<file path="src/renderPkg.sv">
package renderPkg;

	// ----------------------------------------------------------
	// Coordinates
	// ----------------------------------------------------------

	// Screen coordinate as sent by the host, -2048..+2047
	typedef logic signed [11:0] coord_t;

	// Draw area bound, also any pixel position inside video memory
	typedef logic [9:0] areaCoord_t;

	// ----------------------------------------------------------
	// Pixels and video memory blocks
	// ----------------------------------------------------------

	// 15 bit colour, bit 15 is the mask bit
	typedef logic [15:0] colour_t;

	// One memory block holds 16 horizontal pixels (32 bytes)
	localparam int BLOCK_PIXELS = 16;

	// Row low 9 bits followed by pixel x bits 9..4
	typedef logic [14:0] blockAdr_t;

	// Pixel 0 in the lowest 16 bits
	typedef logic [BLOCK_PIXELS*16-1:0] blockData_t;

	// One bit per pixel, set where written
	typedef logic [BLOCK_PIXELS-1:0] blockMask_t;

	// Fill sequencing
	typedef enum logic [2:0] {
		IDLE	= 3'd0,
		CLIP	= 3'd1,
		SCAN	= 3'd2,
		FLUSH	= 3'd3,
		DRAIN	= 3'd4
	} scanState_t;

endpackage

</file>
<file path="src/rectClip.sv">
module rectClip (
	input  logic					i_clk,
	input  logic					i_load,
	input  renderPkg::coord_t		i_rectX,
	input  renderPkg::coord_t		i_rectY,
	input  logic [10:0]				i_rectW,
	input  logic [10:0]				i_rectH,
	input  renderPkg::areaCoord_t	i_areaX0,
	input  renderPkg::areaCoord_t	i_areaY0,
	input  renderPkg::areaCoord_t	i_areaX1,
	input  renderPkg::areaCoord_t	i_areaY1,
	output renderPkg::areaCoord_t	o_clipX0,
	output renderPkg::areaCoord_t	o_clipY0,
	output renderPkg::areaCoord_t	o_clipX1,
	output renderPkg::areaCoord_t	o_clipY1,
	output logic					o_reject
);

	// 14 bit signed is wide enough for origin + size - 1
	logic signed [13:0] rectL, rectT, rectR, rectB;
	logic signed [13:0] areaL, areaT, areaR, areaB;
	logic signed [13:0] cutL, cutT, cutR, cutB;
	logic emptySize;

	// Inclusive rectangle edges
	assign rectL = i_rectX;
	assign rectT = i_rectY;
	assign rectR = rectL + $signed({3'b000, i_rectW}) - 14'sd1;
	assign rectB = rectT + $signed({3'b000, i_rectH}) - 14'sd1;

	// Draw area is always positive
	assign areaL = $signed({4'b0000, i_areaX0});
	assign areaT = $signed({4'b0000, i_areaY0});
	assign areaR = $signed({4'b0000, i_areaX1});
	assign areaB = $signed({4'b0000, i_areaY1});

	// Intersection
	assign cutL = (rectL > areaL) ? rectL : areaL;
	assign cutT = (rectT > areaT) ? rectT : areaT;
	assign cutR = (rectR < areaR) ? rectR : areaR;
	assign cutB = (rectB < areaB) ? rectB : areaB;

	assign emptySize = (i_rectW == 11'd0) | (i_rectH == 11'd0);

	// Loaded with the start strobe, valid in CLIP
	always_ff @(posedge i_clk) begin
		if (i_load) begin
			o_clipX0 <= cutL[9:0];
			o_clipY0 <= cutT[9:0];
			o_clipX1 <= cutR[9:0];
			o_clipY1 <= cutB[9:0];
			// Nothing left once clipped, or disjoint from area
			o_reject <= emptySize | (cutL > cutR) | (cutT > cutB);
		end
	end

endmodule

</file>
<file path="src/rectScanner.sv">
module rectScanner (
	input  logic					i_clk,
	input  logic					i_nrst,
	input  logic					i_start,
	input  renderPkg::areaCoord_t	i_clipX0,
	input  renderPkg::areaCoord_t	i_clipY0,
	input  renderPkg::areaCoord_t	i_clipX1,
	input  renderPkg::areaCoord_t	i_clipY1,
	input  logic					i_reject,
	input  logic					i_stall,
	input  logic					i_writerIdle,
	output logic					o_loadClip,
	output renderPkg::areaCoord_t	o_pixX,
	output renderPkg::areaCoord_t	o_pixY,
	output logic					o_writeL,
	output logic					o_writeR,
	output logic					o_flush,
	output logic					o_busy,
	output logic					o_done
);

	renderPkg::scanState_t state, nextState;
	renderPkg::areaCoord_t leftX, nextX, nextY;
	logic [10:0] stepX;
	logic lastInRow, lastRow, newPair;
	logic nextWriteL, nextWriteR, nextFlush, setDone;

	// Pairs are even aligned, first one may start on the odd pixel
	assign leftX = {i_clipX0[9:1], 1'b0};
	// 11 bits so that the last pair of column 1022 does not wrap
	assign stepX = {1'b0, o_pixX} + 11'd2;
	assign lastInRow = (stepX > {1'b0, i_clipX1});
	assign lastRow = (o_pixY == i_clipY1);

	// ----------------------------------------------------------
	// Next state and next pair
	// ----------------------------------------------------------
	always_comb begin
		nextState = state;
		nextX = o_pixX;
		nextY = o_pixY;
		nextWriteL = o_writeL;
		nextWriteR = o_writeR;
		nextFlush = o_flush;
		newPair = 1'b0;
		setDone = 1'b0;

		case (state)
		renderPkg::IDLE: begin
			if (i_start)
				nextState = renderPkg::CLIP;
		end
		renderPkg::CLIP: begin
			// Clip result was loaded on the start edge
			if (i_reject) begin
				nextState = renderPkg::IDLE;
				setDone = 1'b1;
			end else begin
				nextState = renderPkg::SCAN;
				nextX = leftX;
				nextY = i_clipY0;
				newPair = 1'b1;
			end
		end
		renderPkg::SCAN: begin
			// Assembler refused the pair, present it again
			if (!i_stall) begin
				if (!lastInRow) begin
					nextX = stepX[9:0];
					newPair = 1'b1;
				end else if (!lastRow) begin
					nextX = leftX;
					nextY = o_pixY + 10'd1;
					newPair = 1'b1;
				end else begin
					nextState = renderPkg::FLUSH;
					nextWriteL = 1'b0;
					nextWriteR = 1'b0;
					nextFlush = 1'b1;
				end
			end
		end
		renderPkg::FLUSH: begin
			// Flush held until the last block got a slot
			if (!i_stall) begin
				nextState = renderPkg::DRAIN;
				nextFlush = 1'b0;
			end
		end
		renderPkg::DRAIN: begin
			// Last command accepted by memory
			if (i_writerIdle) begin
				nextState = renderPkg::IDLE;
				setDone = 1'b1;
			end
		end
		default: begin
			nextState = renderPkg::IDLE;
		end
		endcase

		// Left pixel only out on an odd left edge, right one on an even right edge
		if (newPair) begin
			nextWriteL = (nextX >= i_clipX0);
			nextWriteR = ({nextX[9:1], 1'b1} <= i_clipX1);
		end
	end

	// ----------------------------------------------------------
	// Registers
	// ----------------------------------------------------------
	always_ff @(posedge i_clk) begin
		if (!i_nrst) begin
			state <= renderPkg::IDLE;
			o_writeL <= 1'b0;
			o_writeR <= 1'b0;
			o_flush <= 1'b0;
			o_done <= 1'b0;
		end else begin
			state <= nextState;
			o_writeL <= nextWriteL;
			o_writeR <= nextWriteR;
			o_flush <= nextFlush;
			o_done <= setDone;
		end
	end

	// Position only matters while the strobes are up
	always_ff @(posedge i_clk) begin
		o_pixX <= nextX;
		o_pixY <= nextY;
	end

	// Start only taken while idle
	assign o_loadClip = (state == renderPkg::IDLE) & i_start;
	assign o_busy = (state != renderPkg::IDLE);

endmodule

</file>
<file path="src/blockAssembler.sv">
module blockAssembler (
	input  logic					i_clk,
	input  logic					i_nrst,
	input  renderPkg::colour_t		i_colour,
	input  renderPkg::areaCoord_t	i_pixX,
	input  renderPkg::areaCoord_t	i_pixY,
	input  logic					i_writeL,
	input  logic					i_writeR,
	input  logic					i_flush,
	input  logic					i_writerReady,
	output logic					o_stall,
	output logic					o_empty,
	output logic					o_blockValid,
	output renderPkg::blockAdr_t	o_blockAdr,
	output renderPkg::blockData_t	o_blockData,
	output renderPkg::blockMask_t	o_blockMask
);

	renderPkg::blockAdr_t pairAdr;
	renderPkg::blockMask_t slotWrite;
	logic newBlock;
	logic anyWrite, differentBlock, handOff, store, freshBlock;

	// ----------------------------------------------------------
	// Block transition detection
	// ----------------------------------------------------------

	// Same layout as the memory address
	assign pairAdr = {i_pixY[8:0], i_pixX[9:4]};
	assign anyWrite = i_writeL | i_writeR;
	assign differentBlock = (pairAdr != o_blockAdr);

	// Open block leaves when a written pair lands elsewhere, or on flush
	assign handOff = !newBlock & ((anyWrite & differentBlock) | i_flush);

	// Writer still busy with the previous block
	assign o_stall = handOff & !i_writerReady;
	assign o_blockValid = handOff & i_writerReady;

	assign store = anyWrite & !o_stall;
	// Pair starts a block from scratch
	assign freshBlock = newBlock | handOff;

	// Pair position inside the block
	always_comb begin
		slotWrite = '0;
		slotWrite[{i_pixX[3:1], 1'b0}] = i_writeL;
		slotWrite[{i_pixX[3:1], 1'b1}] = i_writeR;
	end

	// ----------------------------------------------------------
	// Open block
	// ----------------------------------------------------------
	always_ff @(posedge i_clk) begin
		if (!i_nrst)
			newBlock <= 1'b1;
		else if (i_flush & !o_stall)
			newBlock <= 1'b1;
		else if (store)
			newBlock <= 1'b0;
	end

	// Unmasked slots keep stale data, the mask covers them
	always_ff @(posedge i_clk) begin
		if (store) begin
			o_blockAdr <= pairAdr;
			o_blockMask <= freshBlock ? slotWrite : (o_blockMask | slotWrite);
			for (int i = 0; i < renderPkg::BLOCK_PIXELS; i++) begin
				if (slotWrite[i])
					o_blockData[i*16 +: 16] <= i_colour;
			end
		end
	end

	assign o_empty = newBlock;

endmodule

</file>
<file path="src/memWriter.sv">
module memWriter (
	input  logic					i_clk,
	input  logic					i_nrst,
	input  logic					i_blockValid,
	input  renderPkg::blockAdr_t	i_blockAdr,
	input  renderPkg::blockData_t	i_blockData,
	input  renderPkg::blockMask_t	i_blockMask,
	output logic					o_ready,
	input  logic					i_busy,
	output logic					o_command,
	output renderPkg::blockAdr_t	o_adr,
	output renderPkg::blockMask_t	o_writeMask,
	output renderPkg::blockData_t	o_dataOut
);

	logic full;

	// ----------------------------------------------------------
	// Holding register state
	// ----------------------------------------------------------

	// Blocks only arrive while empty, so load and accept never overlap
	always_ff @(posedge i_clk) begin
		if (!i_nrst)
			full <= 1'b0;
		else if (i_blockValid)
			full <= 1'b1;
		else if (full & !i_busy)
			// Memory took the write this cycle
			full <= 1'b0;
	end

	// Payload stays put until acceptance
	always_ff @(posedge i_clk) begin
		if (i_blockValid) begin
			o_adr <= i_blockAdr;
			o_writeMask <= i_blockMask;
			o_dataOut <= i_blockData;
		end
	end

	// ----------------------------------------------------------
	// Memory command side
	// ----------------------------------------------------------

	// Write request held until a cycle with busy low
	assign o_command = full;

	// Empty also means the output side has drained
	assign o_ready = !full;

endmodule

</file>
<file path="src/renderTop.sv">
module renderTop (
	input  logic					i_clk,
	input  logic					i_nrst,
	// Host
	input  logic					i_start,
	input  renderPkg::coord_t		i_rectX,
	input  renderPkg::coord_t		i_rectY,
	input  logic [10:0]				i_rectW,
	input  logic [10:0]				i_rectH,
	input  renderPkg::colour_t		i_colour,
	input  renderPkg::areaCoord_t	i_areaX0,
	input  renderPkg::areaCoord_t	i_areaY0,
	input  renderPkg::areaCoord_t	i_areaX1,
	input  renderPkg::areaCoord_t	i_areaY1,
	output logic					o_busy,
	output logic					o_done,
	// Video memory
	output logic					o_command,
	input  logic					i_busy,
	output renderPkg::blockAdr_t	o_adr,
	output renderPkg::blockMask_t	o_writeMask,
	output renderPkg::blockData_t	o_dataOut
);

	renderPkg::areaCoord_t clipX0, clipY0, clipX1, clipY1;
	renderPkg::areaCoord_t pixX, pixY;
	logic loadClip, reject;
	logic writeL, writeR, flush, stall, asmEmpty;
	logic blockValid, writerReady;
	renderPkg::blockAdr_t blockAdr;
	renderPkg::blockData_t blockData;
	renderPkg::blockMask_t blockMask;

	// ----------------------------------------------------------
	// Front end: clip then scan
	// ----------------------------------------------------------
	rectClip rectClipInst (
		.i_clk		(i_clk),		.i_load		(loadClip),
		.i_rectX	(i_rectX),		.i_rectY	(i_rectY),
		.i_rectW	(i_rectW),		.i_rectH	(i_rectH),
		.i_areaX0	(i_areaX0),		.i_areaY0	(i_areaY0),
		.i_areaX1	(i_areaX1),		.i_areaY1	(i_areaY1),
		.o_clipX0	(clipX0),		.o_clipY0	(clipY0),
		.o_clipX1	(clipX1),		.o_clipY1	(clipY1),
		.o_reject	(reject)
	);

	// Done waits for both the open block and the held command
	rectScanner rectScannerInst (
		.i_clk		(i_clk),		.i_nrst		(i_nrst),
		.i_start	(i_start),
		.i_clipX0	(clipX0),		.i_clipY0	(clipY0),
		.i_clipX1	(clipX1),		.i_clipY1	(clipY1),
		.i_reject	(reject),		.i_stall	(stall),
		.i_writerIdle	(asmEmpty & writerReady),
		.o_loadClip	(loadClip),
		.o_pixX		(pixX),			.o_pixY		(pixY),
		.o_writeL	(writeL),		.o_writeR	(writeR),
		.o_flush	(flush),
		.o_busy		(o_busy),		.o_done		(o_done)
	);

	// ----------------------------------------------------------
	// Back end: block build and memory write
	// ----------------------------------------------------------

	// Colour is taken per pixel, host holds it for the whole fill
	blockAssembler blockAssemblerInst (
		.i_clk		(i_clk),		.i_nrst		(i_nrst),
		.i_colour	(i_colour),
		.i_pixX		(pixX),			.i_pixY		(pixY),
		.i_writeL	(writeL),		.i_writeR	(writeR),
		.i_flush	(flush),		.i_writerReady	(writerReady),
		.o_stall	(stall),		.o_empty	(asmEmpty),
		.o_blockValid	(blockValid),
		.o_blockAdr	(blockAdr),
		.o_blockData	(blockData),
		.o_blockMask	(blockMask)
	);

	memWriter memWriterInst (
		.i_clk		(i_clk),		.i_nrst		(i_nrst),
		.i_blockValid	(blockValid),
		.i_blockAdr	(blockAdr),
		.i_blockData	(blockData),
		.i_blockMask	(blockMask),
		.o_ready	(writerReady),
		.i_busy		(i_busy),		.o_command	(o_command),
		.o_adr		(o_adr),		.o_writeMask	(o_writeMask),
		.o_dataOut	(o_dataOut)
	);

endmodule

</file>
<file path="config.mk">
export PLATFORM = sky130hd
export DESIGN_NAME = renderTop
export DESIGN_NICKNAME = d
export VERILOG_FILES = /design/src/renderPkg.sv /design/src/rectClip.sv /design/src/rectScanner.sv /design/src/blockAssembler.sv /design/src/memWriter.sv /design/src/renderTop.sv
export SDC_FILE = /design/constraint.sdc
export NUM_CORES = 1
export LEC_CHECK = 0
export BUFFER_PORTS_ARGS = -buffer_cell sky130_fd_sc_hd__buf_4
export CAP_MARGIN = 20
export CORE_MARGIN = 5
export CORE_UTILIZATION = 57
export CTS_CLUSTER_SIZE = 14
export DETAILED_ROUTE_END_ITERATION = 16
export PLACE_DENSITY = 0.82
export SYNTH_ARGS = -nofsm -noshare
export SYNTH_HDL_FRONTEND = slang
export SYNTH_SLANG_ARGS = --single-unit
</file>
<file path="constraint.sdc">
create_clock -name i_clk -period 26.3 [get_ports i_clk]
set_input_delay 5.26 -clock i_clk [delete_from_list [all_inputs] [get_ports i_clk]]
set_output_delay 5.26 -clock i_clk [all_outputs]
set_load 0.02 [all_outputs]
</file>
Word level (Yosys, flattened, before mapping)

Cells that the tools add are included.
W data, S select, Z words.

Add/sub/neg operators: 6
Magnitude comparators: 13
Eq/ne operators: 15
Multiplexer cells: 49
Bitwise operators: 18
Reductions and logical operators: 37

Operator list:

| operator                | count |
|---|---|
| $mux W10                | 8 |
| $mux W14                | 4 |
| $pmux W10 S2            | 2 |
| $reduce_and A2 Y1       | 16 |
| $gt A14 B14 Y1          | 2 |
| $lt A14 B11 Y1          | 2 |
| $sub A14 B2 Y14 const B | 2 |
| $add A12 B12 Y13        | 2 |
| $gt A12 B11 Y1          | 2 |
| $logic_not A11 Y1       | 2 |
| $mux W1                 | 20 |
| $mux W3                 | 6 |
| $and A16 B15 Y16        | 1 |
| $bwmux W16              | 1 |
| $mux W16                | 1 |
| $or A16 B16 Y16         | 1 |
| $ne A15 B15 Y1          | 1 |
| $pmux W3 S5             | 1 |
| $ne A2 B2 Y1 const B    | 6 |
| $reduce_bool A2 Y1      | 6 |
| $add A10 B2 Y11 const B | 1 |
| $gt A11 B10 Y1          | 1 |
| $add A10 B1 Y10 const B | 1 |
| $eq A10 B10 Y1          | 1 |
| 22 further kinds        | 48 |

Register bits after elaboration: 644
Input bits: 106
Output and inout bits: 290
Word-level logic and storage cells: 173

Logic depth before layout (Yosys ltp)

Depth in word-level cells: 9
Mapped depth: 30
Mapped depth without buffers: 29

Hierarchy

A second synthesis with hierarchy kept.

Cell total of the unflattened synthesis: 1551
Area total of the unflattened synthesis: 25603.3 µm²

By module, submodules not included:

| module         | instances | cells an instance | area an instance (µm²) | sequential area each (µm²) |
|---|---|---|---|---|
| blockAssembler | 1         | 367               | 9236.4                 | 8638.3 |
| memWriter      | 1         | 291               | 8653.3                 | 8638.3 |
| rectClip       | 1         | 580               | 5127.4                 | 1231.2 |
| rectScanner    | 1         | 312               | 2580.0                 | 640.6 |
| renderTop      | 1         | 1                 | 6.3                    | 0.0 |

Least setup slack after synthesis

No wires, ideal clock.

Kind: register -> register
From: register rectScannerInst.o_pixY[4]
To: register memWriterInst.full, in the netlist memWriterInst.o_command
Setup time: 148 ps
Arrival time: 21754 ps
Data required time: 26152 ps
Setup slack: 4398 ps
Cell stages (with the launch flop): 8
Path buffers: 1
Clock period less this slack: 21902 ps
Cell sequence: edfxtp_1 clkbuf_1 xor2_1 nor4_1 a31oi_1 nor2_1 nor3_1 o21a_1

Cells in the longest elaborated chain, start to end: 6
Elaborated cells between the ends (all ways): 7
Those cells by class: eq/ne (1); mux (1); bitwise (4); reduce/logical (1)

RTL lines:

| what                                          | RTL line             | text |
|---|---|---|
| start: declaration                            | rectScanner.sv:14    | `output renderPkg::areaCoord_t o_pixY,` |
| start signal: assignment                      | rectScanner.sv:131   | `o_pixY <= nextY;` |
| $ne A15 B15 Y1 (*)                            | blockAssembler.sv:31 | `assign differentBlock = (pairAdr != o_blockAdr);` |
| $and A1 B1 Y1 (*)                             | blockAssembler.sv:34 | `assign handOff = !newBlock & ((anyWrite & differentBlock) \| i_flush);` |
| $or A1 B1 Y1 (*)                              | blockAssembler.sv:34 |  |
| $and A1 B1 Y1 (*)                             | blockAssembler.sv:34 |  |
| $and A1 B1 Y1 (*)                             | blockAssembler.sv:38 | `assign o_blockValid = handOff & i_writerReady;` |
| via blockAssemblerInst.o_blockValid           | blockAssembler.sv:13 | `output logic o_blockValid,` |
| $mux W1 or $reduce_bool A2 Y1 (tied branches) | -                    |  |
| end signal: assignment                        | memWriter.sv:25      | `full <= 1'b0;` |
| end signal: assignment                        | memWriter.sv:27      | `full <= 1'b1;` |
| end signal: assignment                        | memWriter.sv:30      | `full <= 1'b0;` |
| end: declaration                              | memWriter.sv:16      | `logic full;` |

Mark *: on every way through the listed nets, which the timed path passes. The rest lies on a longest branch.
A chain may end at the register's enable or synchronous reset.

Worst setup path after layout

From: input i_rectX[0]
To: register rectClipInst.o_reject (data pin)

Cells in the longest elaborated chain, start to end: 7
Elaborated cells between the ends (all ways): 9
Those cells by class: add/sub (2); order compare (3); mux (2); bitwise (2)

RTL lines:

| what                           | RTL line       | text |
|---|---|---|
| start: declaration             | renderTop.sv:6 | `input renderPkg::coord_t i_rectX,` |
| $add A12 B12 Y13 (*)           | rectClip.sv:28 | `assign rectR = rectL + $signed({3'b000, i_rectW}) - 14'sd1;` |
| $sub A14 B2 Y14 (*)            | rectClip.sv:28 |  |
| $lt A14 B11 Y1                 | rectClip.sv:40 | `assign cutR = (rectR < areaR) ? rectR : areaR;` |
| $mux W14 (*)                   | rectClip.sv:40 |  |
| via rectClipInst.cutR[0]       | rectClip.sv:22 | `logic signed [13:0] cutL, cutT, cutR, cutB;` |
| $gt A14 B14 Y1 (*)             | rectClip.sv:53 | `o_reject <= emptySize \| (cutL > cutR) \| (cutT > cutB);` |
| $or A1 B1 Y1 (*) (2 in series) | rectClip.sv:53 |  |
| end signal: assignment         | rectClip.sv:53 |  |
| end: declaration               | rectClip.sv:16 | `output logic o_reject` |

Marks and branches as above.

==> impl_metrics.json <==
{
  "finClkSkew_ns": 0.0366,
  "max_freq_ghz": 0.0897,
  "antenna_violations_before_repair": 0,
  "clk_path_buf_depth": 3,
  "finalCriticalPeriod_ns": 11.14,
  "main_combinational_cell_family_by_area_after_synthesis": "compound AO/OA/AOI/OAI gates",
  "r2r_cells": 19,
  "synth_enable_flop_cells": 625,
  "die-width_um": 221,
  "finalSetupTns_ns": 0,
  "globalplace.congestion": 0.853,
  "ys_seq_elements": 644,
  "power-per-cell-area_nw_per_um2": 72.8,
  "setup-violations-final": 0,
  "die_y_um": 221,
  "muxShareOfSynthArea_pct": 1.61,
  "globalRouteOverflowTotal": 0,
  "run_status": "finished clean",
  "grt_setup_unrepaired": "false",
  "placed_area_um2": 29200,
  "max_slew.worst_pin.slew_ns": 1.10,
  "num_io_pins": 396,
  "synth_compound_gate_area_share_pct": 6.89,
  "worst_setup_path_end_kind": "register",
  "vdd_ir_drop_max_mv": 0.0582,
  "timing.final.max_slew_violations": 0,
  "cts.clk_slew.worst_paths_ns": 0.07,
  "ctsResizeCount": 0,
  "grt_first_pass_wirelength_um": 93200,
  "worst_setup_path_start_kind": "input pin",
  "grt_pass1_vias": 14800,
  "cts_hold_buffers": 0,
  "synthTopCellsByArea": "edfxtp_1 (74%), ha_1 (6.0%), dfxtp_1 (1.5%)",
  "synth_area_per_inst_um2": 16.6,
  "synth_simple_gate_area_share_pct": 5.67,
  "timing.max_cap.violations": 0,
  "synthFlopType": "edfxtp_1",
  "path_max_fanout": 26,
  "postSynth.asyncResetShare_pct": 0,
  "timing.final.hold_violations": 0,
  "htree_levels": 2,
  "worst_skew_late_latency_ns": 0.61,
  "viasPerCell": 5.81,
  "slew_headroom_pct": 26.9,
  "total_number_of_vias": 15100,
  "p_leak_nw": 11.7,
  "grt_max_degree": 98,
  "num_antenna_cells": 0,
  "r2r_slack_ns": 20.73,
  "hold_path_class": "reg -> reg",
  "postRouteAntennaNets": 0,
  "tritoncts": "done",
  "adder_cell_share_of_the_synthesized_area_pct": 6.21,
  "global_route_total_usage_across_every_layer_pct": 24.8,
  "fraction_of_synthesized_cell_area_in_xor_and_xnor_cells_pct": 2.40,
  "dpl.hpwl_um": 42600,
  "worstReg2RegEnd": "rectScannerInst.o_writeL$_SDFFE_PN0P_",
  "initial_cell_density_of_the_core_pct": 57.5,
  "syn_to_final_growth_pct": 21.3,
  "design.die.area_um2": 49000,
  "final_area_um2": 30900,
  "detailedRoute.firstPassIterationCount": 6,
  "post-cts-setup-buffers": 0,
  "synth.largest_area_cell": "edfxtp_1",
  "cp_data_arrival_time_ns": 11.51,
  "synth_top_area_share_pct": 73.8,
  "cp-startpoint": "i_rectX[0]",
  "criticalPathCategory": "in -> reg",
  "initialDrtViolationCount": 1449,
  "cts_inserted_buffers": 54,
  "io_buffers": 395,
  "core_um2": 44200,
  "fin_nets": 2210,
  "synthesis.instances": 1534,
  "numClockSinks": 644,
  "ys_seq_area_share_pct": 75.2,
  "drcViolationCount": 0,
  "cp_data_required_time_ns": 26.66,
  "fin_crit_sh_pct": 42.4,
  "routed_wire_length_um": 63400,
  "post_drt_wl_per_cell_um": 24.4,
  "synth.lib_cells_used.distinct": 77,
  "reg2reg_from": "rectScannerInst.o_pixX[1]$_DFF_P_",
  "ys_warn_count": 0,
  "number_of_placement_rows": 77,
  "synthesis.area_um2": 25400,
  "critical_path.endpoint": "rectClipInst.o_reject$_DFFE_PP_",
  "drive_gt1_share_pct": 27.0,
  "cts_root_buf": "clkbuf_16"
}
==> critical path, cell delays in order <==
cell	delay, ns
buf_4	0.10
ha_1	0.23
inv_1	0.08
fa_1	0.41
nor2b_1	0.18
nand4_1	0.12
a2111oi_1	0.42
a21oi_1	0.13
or3_4	0.44
a21oi_2	0.12
o22ai_2	0.11
ha_1	0.21
a211o_1	0.28
a21oi_1	0.14
o21ai_0	0.11
a31oi_1	0.17
nand4_1	0.12
ha_1	0.85
o21ai_0	0.31
ha_1	0.26
nor2b_1	0.11
o21a_1	0.12
o21a_1	0.12
o21ai_0	0.09
a2111oi_0	0.38
nor3_1	0.10
and3_1	0.18
o311ai_0	0.34
==> cell usage after synthesis, types with 5 or more instances <==
library cell	n
a31oi_1	9
mux2_2	23
and3_1	10
a21boi_0	8
a22o_1	9
edfxtp_1	625
nor4_1	16
o211ai_1	6
inv_1	95
ha_1	123
xnor2_1	37
a21oi_1	48
nor2_1	83
nor2b_1	20
o21bai_1	7
a221o_1	7
nand2_1	54
a32o_1	6
nand4_1	17
or3_1	7
clkbuf_1	24
nand2b_1	18
o21a_1	20
xor2_1	31
mux2i_1	15
buf_2	5
o21ai_0	33
nand3_1	23
dfxtp_1	19
nor3_1	15
a21o_1	37
==> layer usage <==
metal,up-vias,track usage [%],part of all wire (%)
met2,865,43.5,50
li1,6726,-,-
met3,88,4.89,9.1
met4,0,6.26,2.6
met5,-,0,0
met1,7410,32.4,38
==> power breakdown <==
part,switching [mW],total (mW),leakage (nW),internal (mW)
Sequential,0.0313,1.19,5.81,1.16
Clock,0.347,0.725,0.735,0.378
Combinational,0.189,0.327,5.12,0.139
Total,0.566,2.25,11.7,1.68
==> logic make-up (layout without fill, tap and decap cells) <==
family          Yosys count  in the layout
mux                      38             38
fa+ha+maj               125            125
simple gates            287            287
buf+inv                 127            591
other cells               1              6
flops                   644            644
compound gates          243            243
xor+xnor                 69             69
==> state kept, by name, indices dropped and copies added (netlist names), 3 cells and up <==
| register | cells |
|---|---|
| blockAssemblerInst.o_blockData | 256 |
| memWriterInst.o_dataOut | 256 |
| blockAssemblerInst.o_blockMask | 16 |
| memWriterInst.o_writeMask | 16 |
| blockAssemblerInst.o_blockAdr | 15 |
| memWriterInst.o_adr | 15 |
| rectClipInst.o_clipX0 | 10 |
| rectClipInst.o_clipX1 | 10 |
| rectClipInst.o_clipY0 | 10 |
| rectClipInst.o_clipY1 | 10 |
| rectScannerInst.o_pixX | 10 |
| rectScannerInst.o_pixY | 10 |
| rectScannerInst.state | 3 |
==> worst min-delay path by stage <==
stage          depth (start not counted)                                     end                                     startpoint  slack [ns]
6_report                               0  memWriterInst.o_dataOut[184]$_DFFE_PP_  blockAssemblerInst.o_blockData[184]$_DFFE_PP_        0.39
5_1_grt                                0  memWriterInst.o_dataOut[198]$_DFFE_PP_  blockAssemblerInst.o_blockData[198]$_DFFE_PP_        0.42
4_1_cts                                0  memWriterInst.o_dataOut[184]$_DFFE_PP_  blockAssemblerInst.o_blockData[184]$_DFFE_PP_        0.40
3_5_place_dp                           0  memWriterInst.o_dataOut[101]$_DFFE_PP_  blockAssemblerInst.o_blockData[101]$_DFFE_PP_        0.40
3_3_place_gp                           0  memWriterInst.o_dataOut[151]$_DFFE_PP_  blockAssemblerInst.o_blockData[151]$_DFFE_PP_        0.40
2_1_floorplan                          0    memWriterInst.o_dataOut[0]$_DFFE_PP_    blockAssemblerInst.o_blockData[0]$_DFFE_PP_        0.40
==> cell usage in the layout (no fill, tap or decap), types with 7 or more instances in the layout <==
cell type  Yosys  layout
nor2b_1       20      20
nor2_2         0      12
a22o_1         9       9
mux2_2        23      23
a21boi_0       8       8
or3_1          7       7
nor2_1        83      70
clkbuf_1      24      14
xor2_1        31      31
and3_1        10      10
a221o_1        7       7
xnor2_1       37      37
o21bai_1       7       7
dfxtp_1       19      19
nand2_1       54      54
nand4_1       17      17
nand2b_1      18      18
o21ai_0       33      33
a21oi_1       48      47
o21a_1        20      20
edfxtp_1     625     625
nor4_1        16      16
inv_1         95      95
a31oi_1        9       9
mux2i_1       15      15
nand3_1       23      23
buf_4          0     408
a21o_1        37      37
ha_1         123     123
clkbuf_16      0      54
nor3_1        15      12
==> area by class of cell <==
type	count	area, um2
Multi-Input combinational cell	768	5890
Fill cell	2737	13400
Timing Repair Buffer	416	3210
Sequential cell	644	19100
Tap cell	592	741
Inverter	95	357
Clock inverter	11	98.8
Clock buffer	69	1420
==> through the flow <==
step	power [mW]	setup WS (ns)	hold slack [ns]	utilization (%)	cells
6_report	2.25	15.16	0.393	69.8	2595
5_1_grt	2.34	14.82	0.420	69.8	2595
4_1_cts	2.25	15.28	0.397	69.6	2590
3_5_place_dp	1.54	14.68	0.405	66.1	2510
3_3_place_gp	1.52	14.97	0.400	66.0	2507
2_1_floorplan	1.44	4.40	0.400	-	1539
Power figures use the tool's default switching activity.
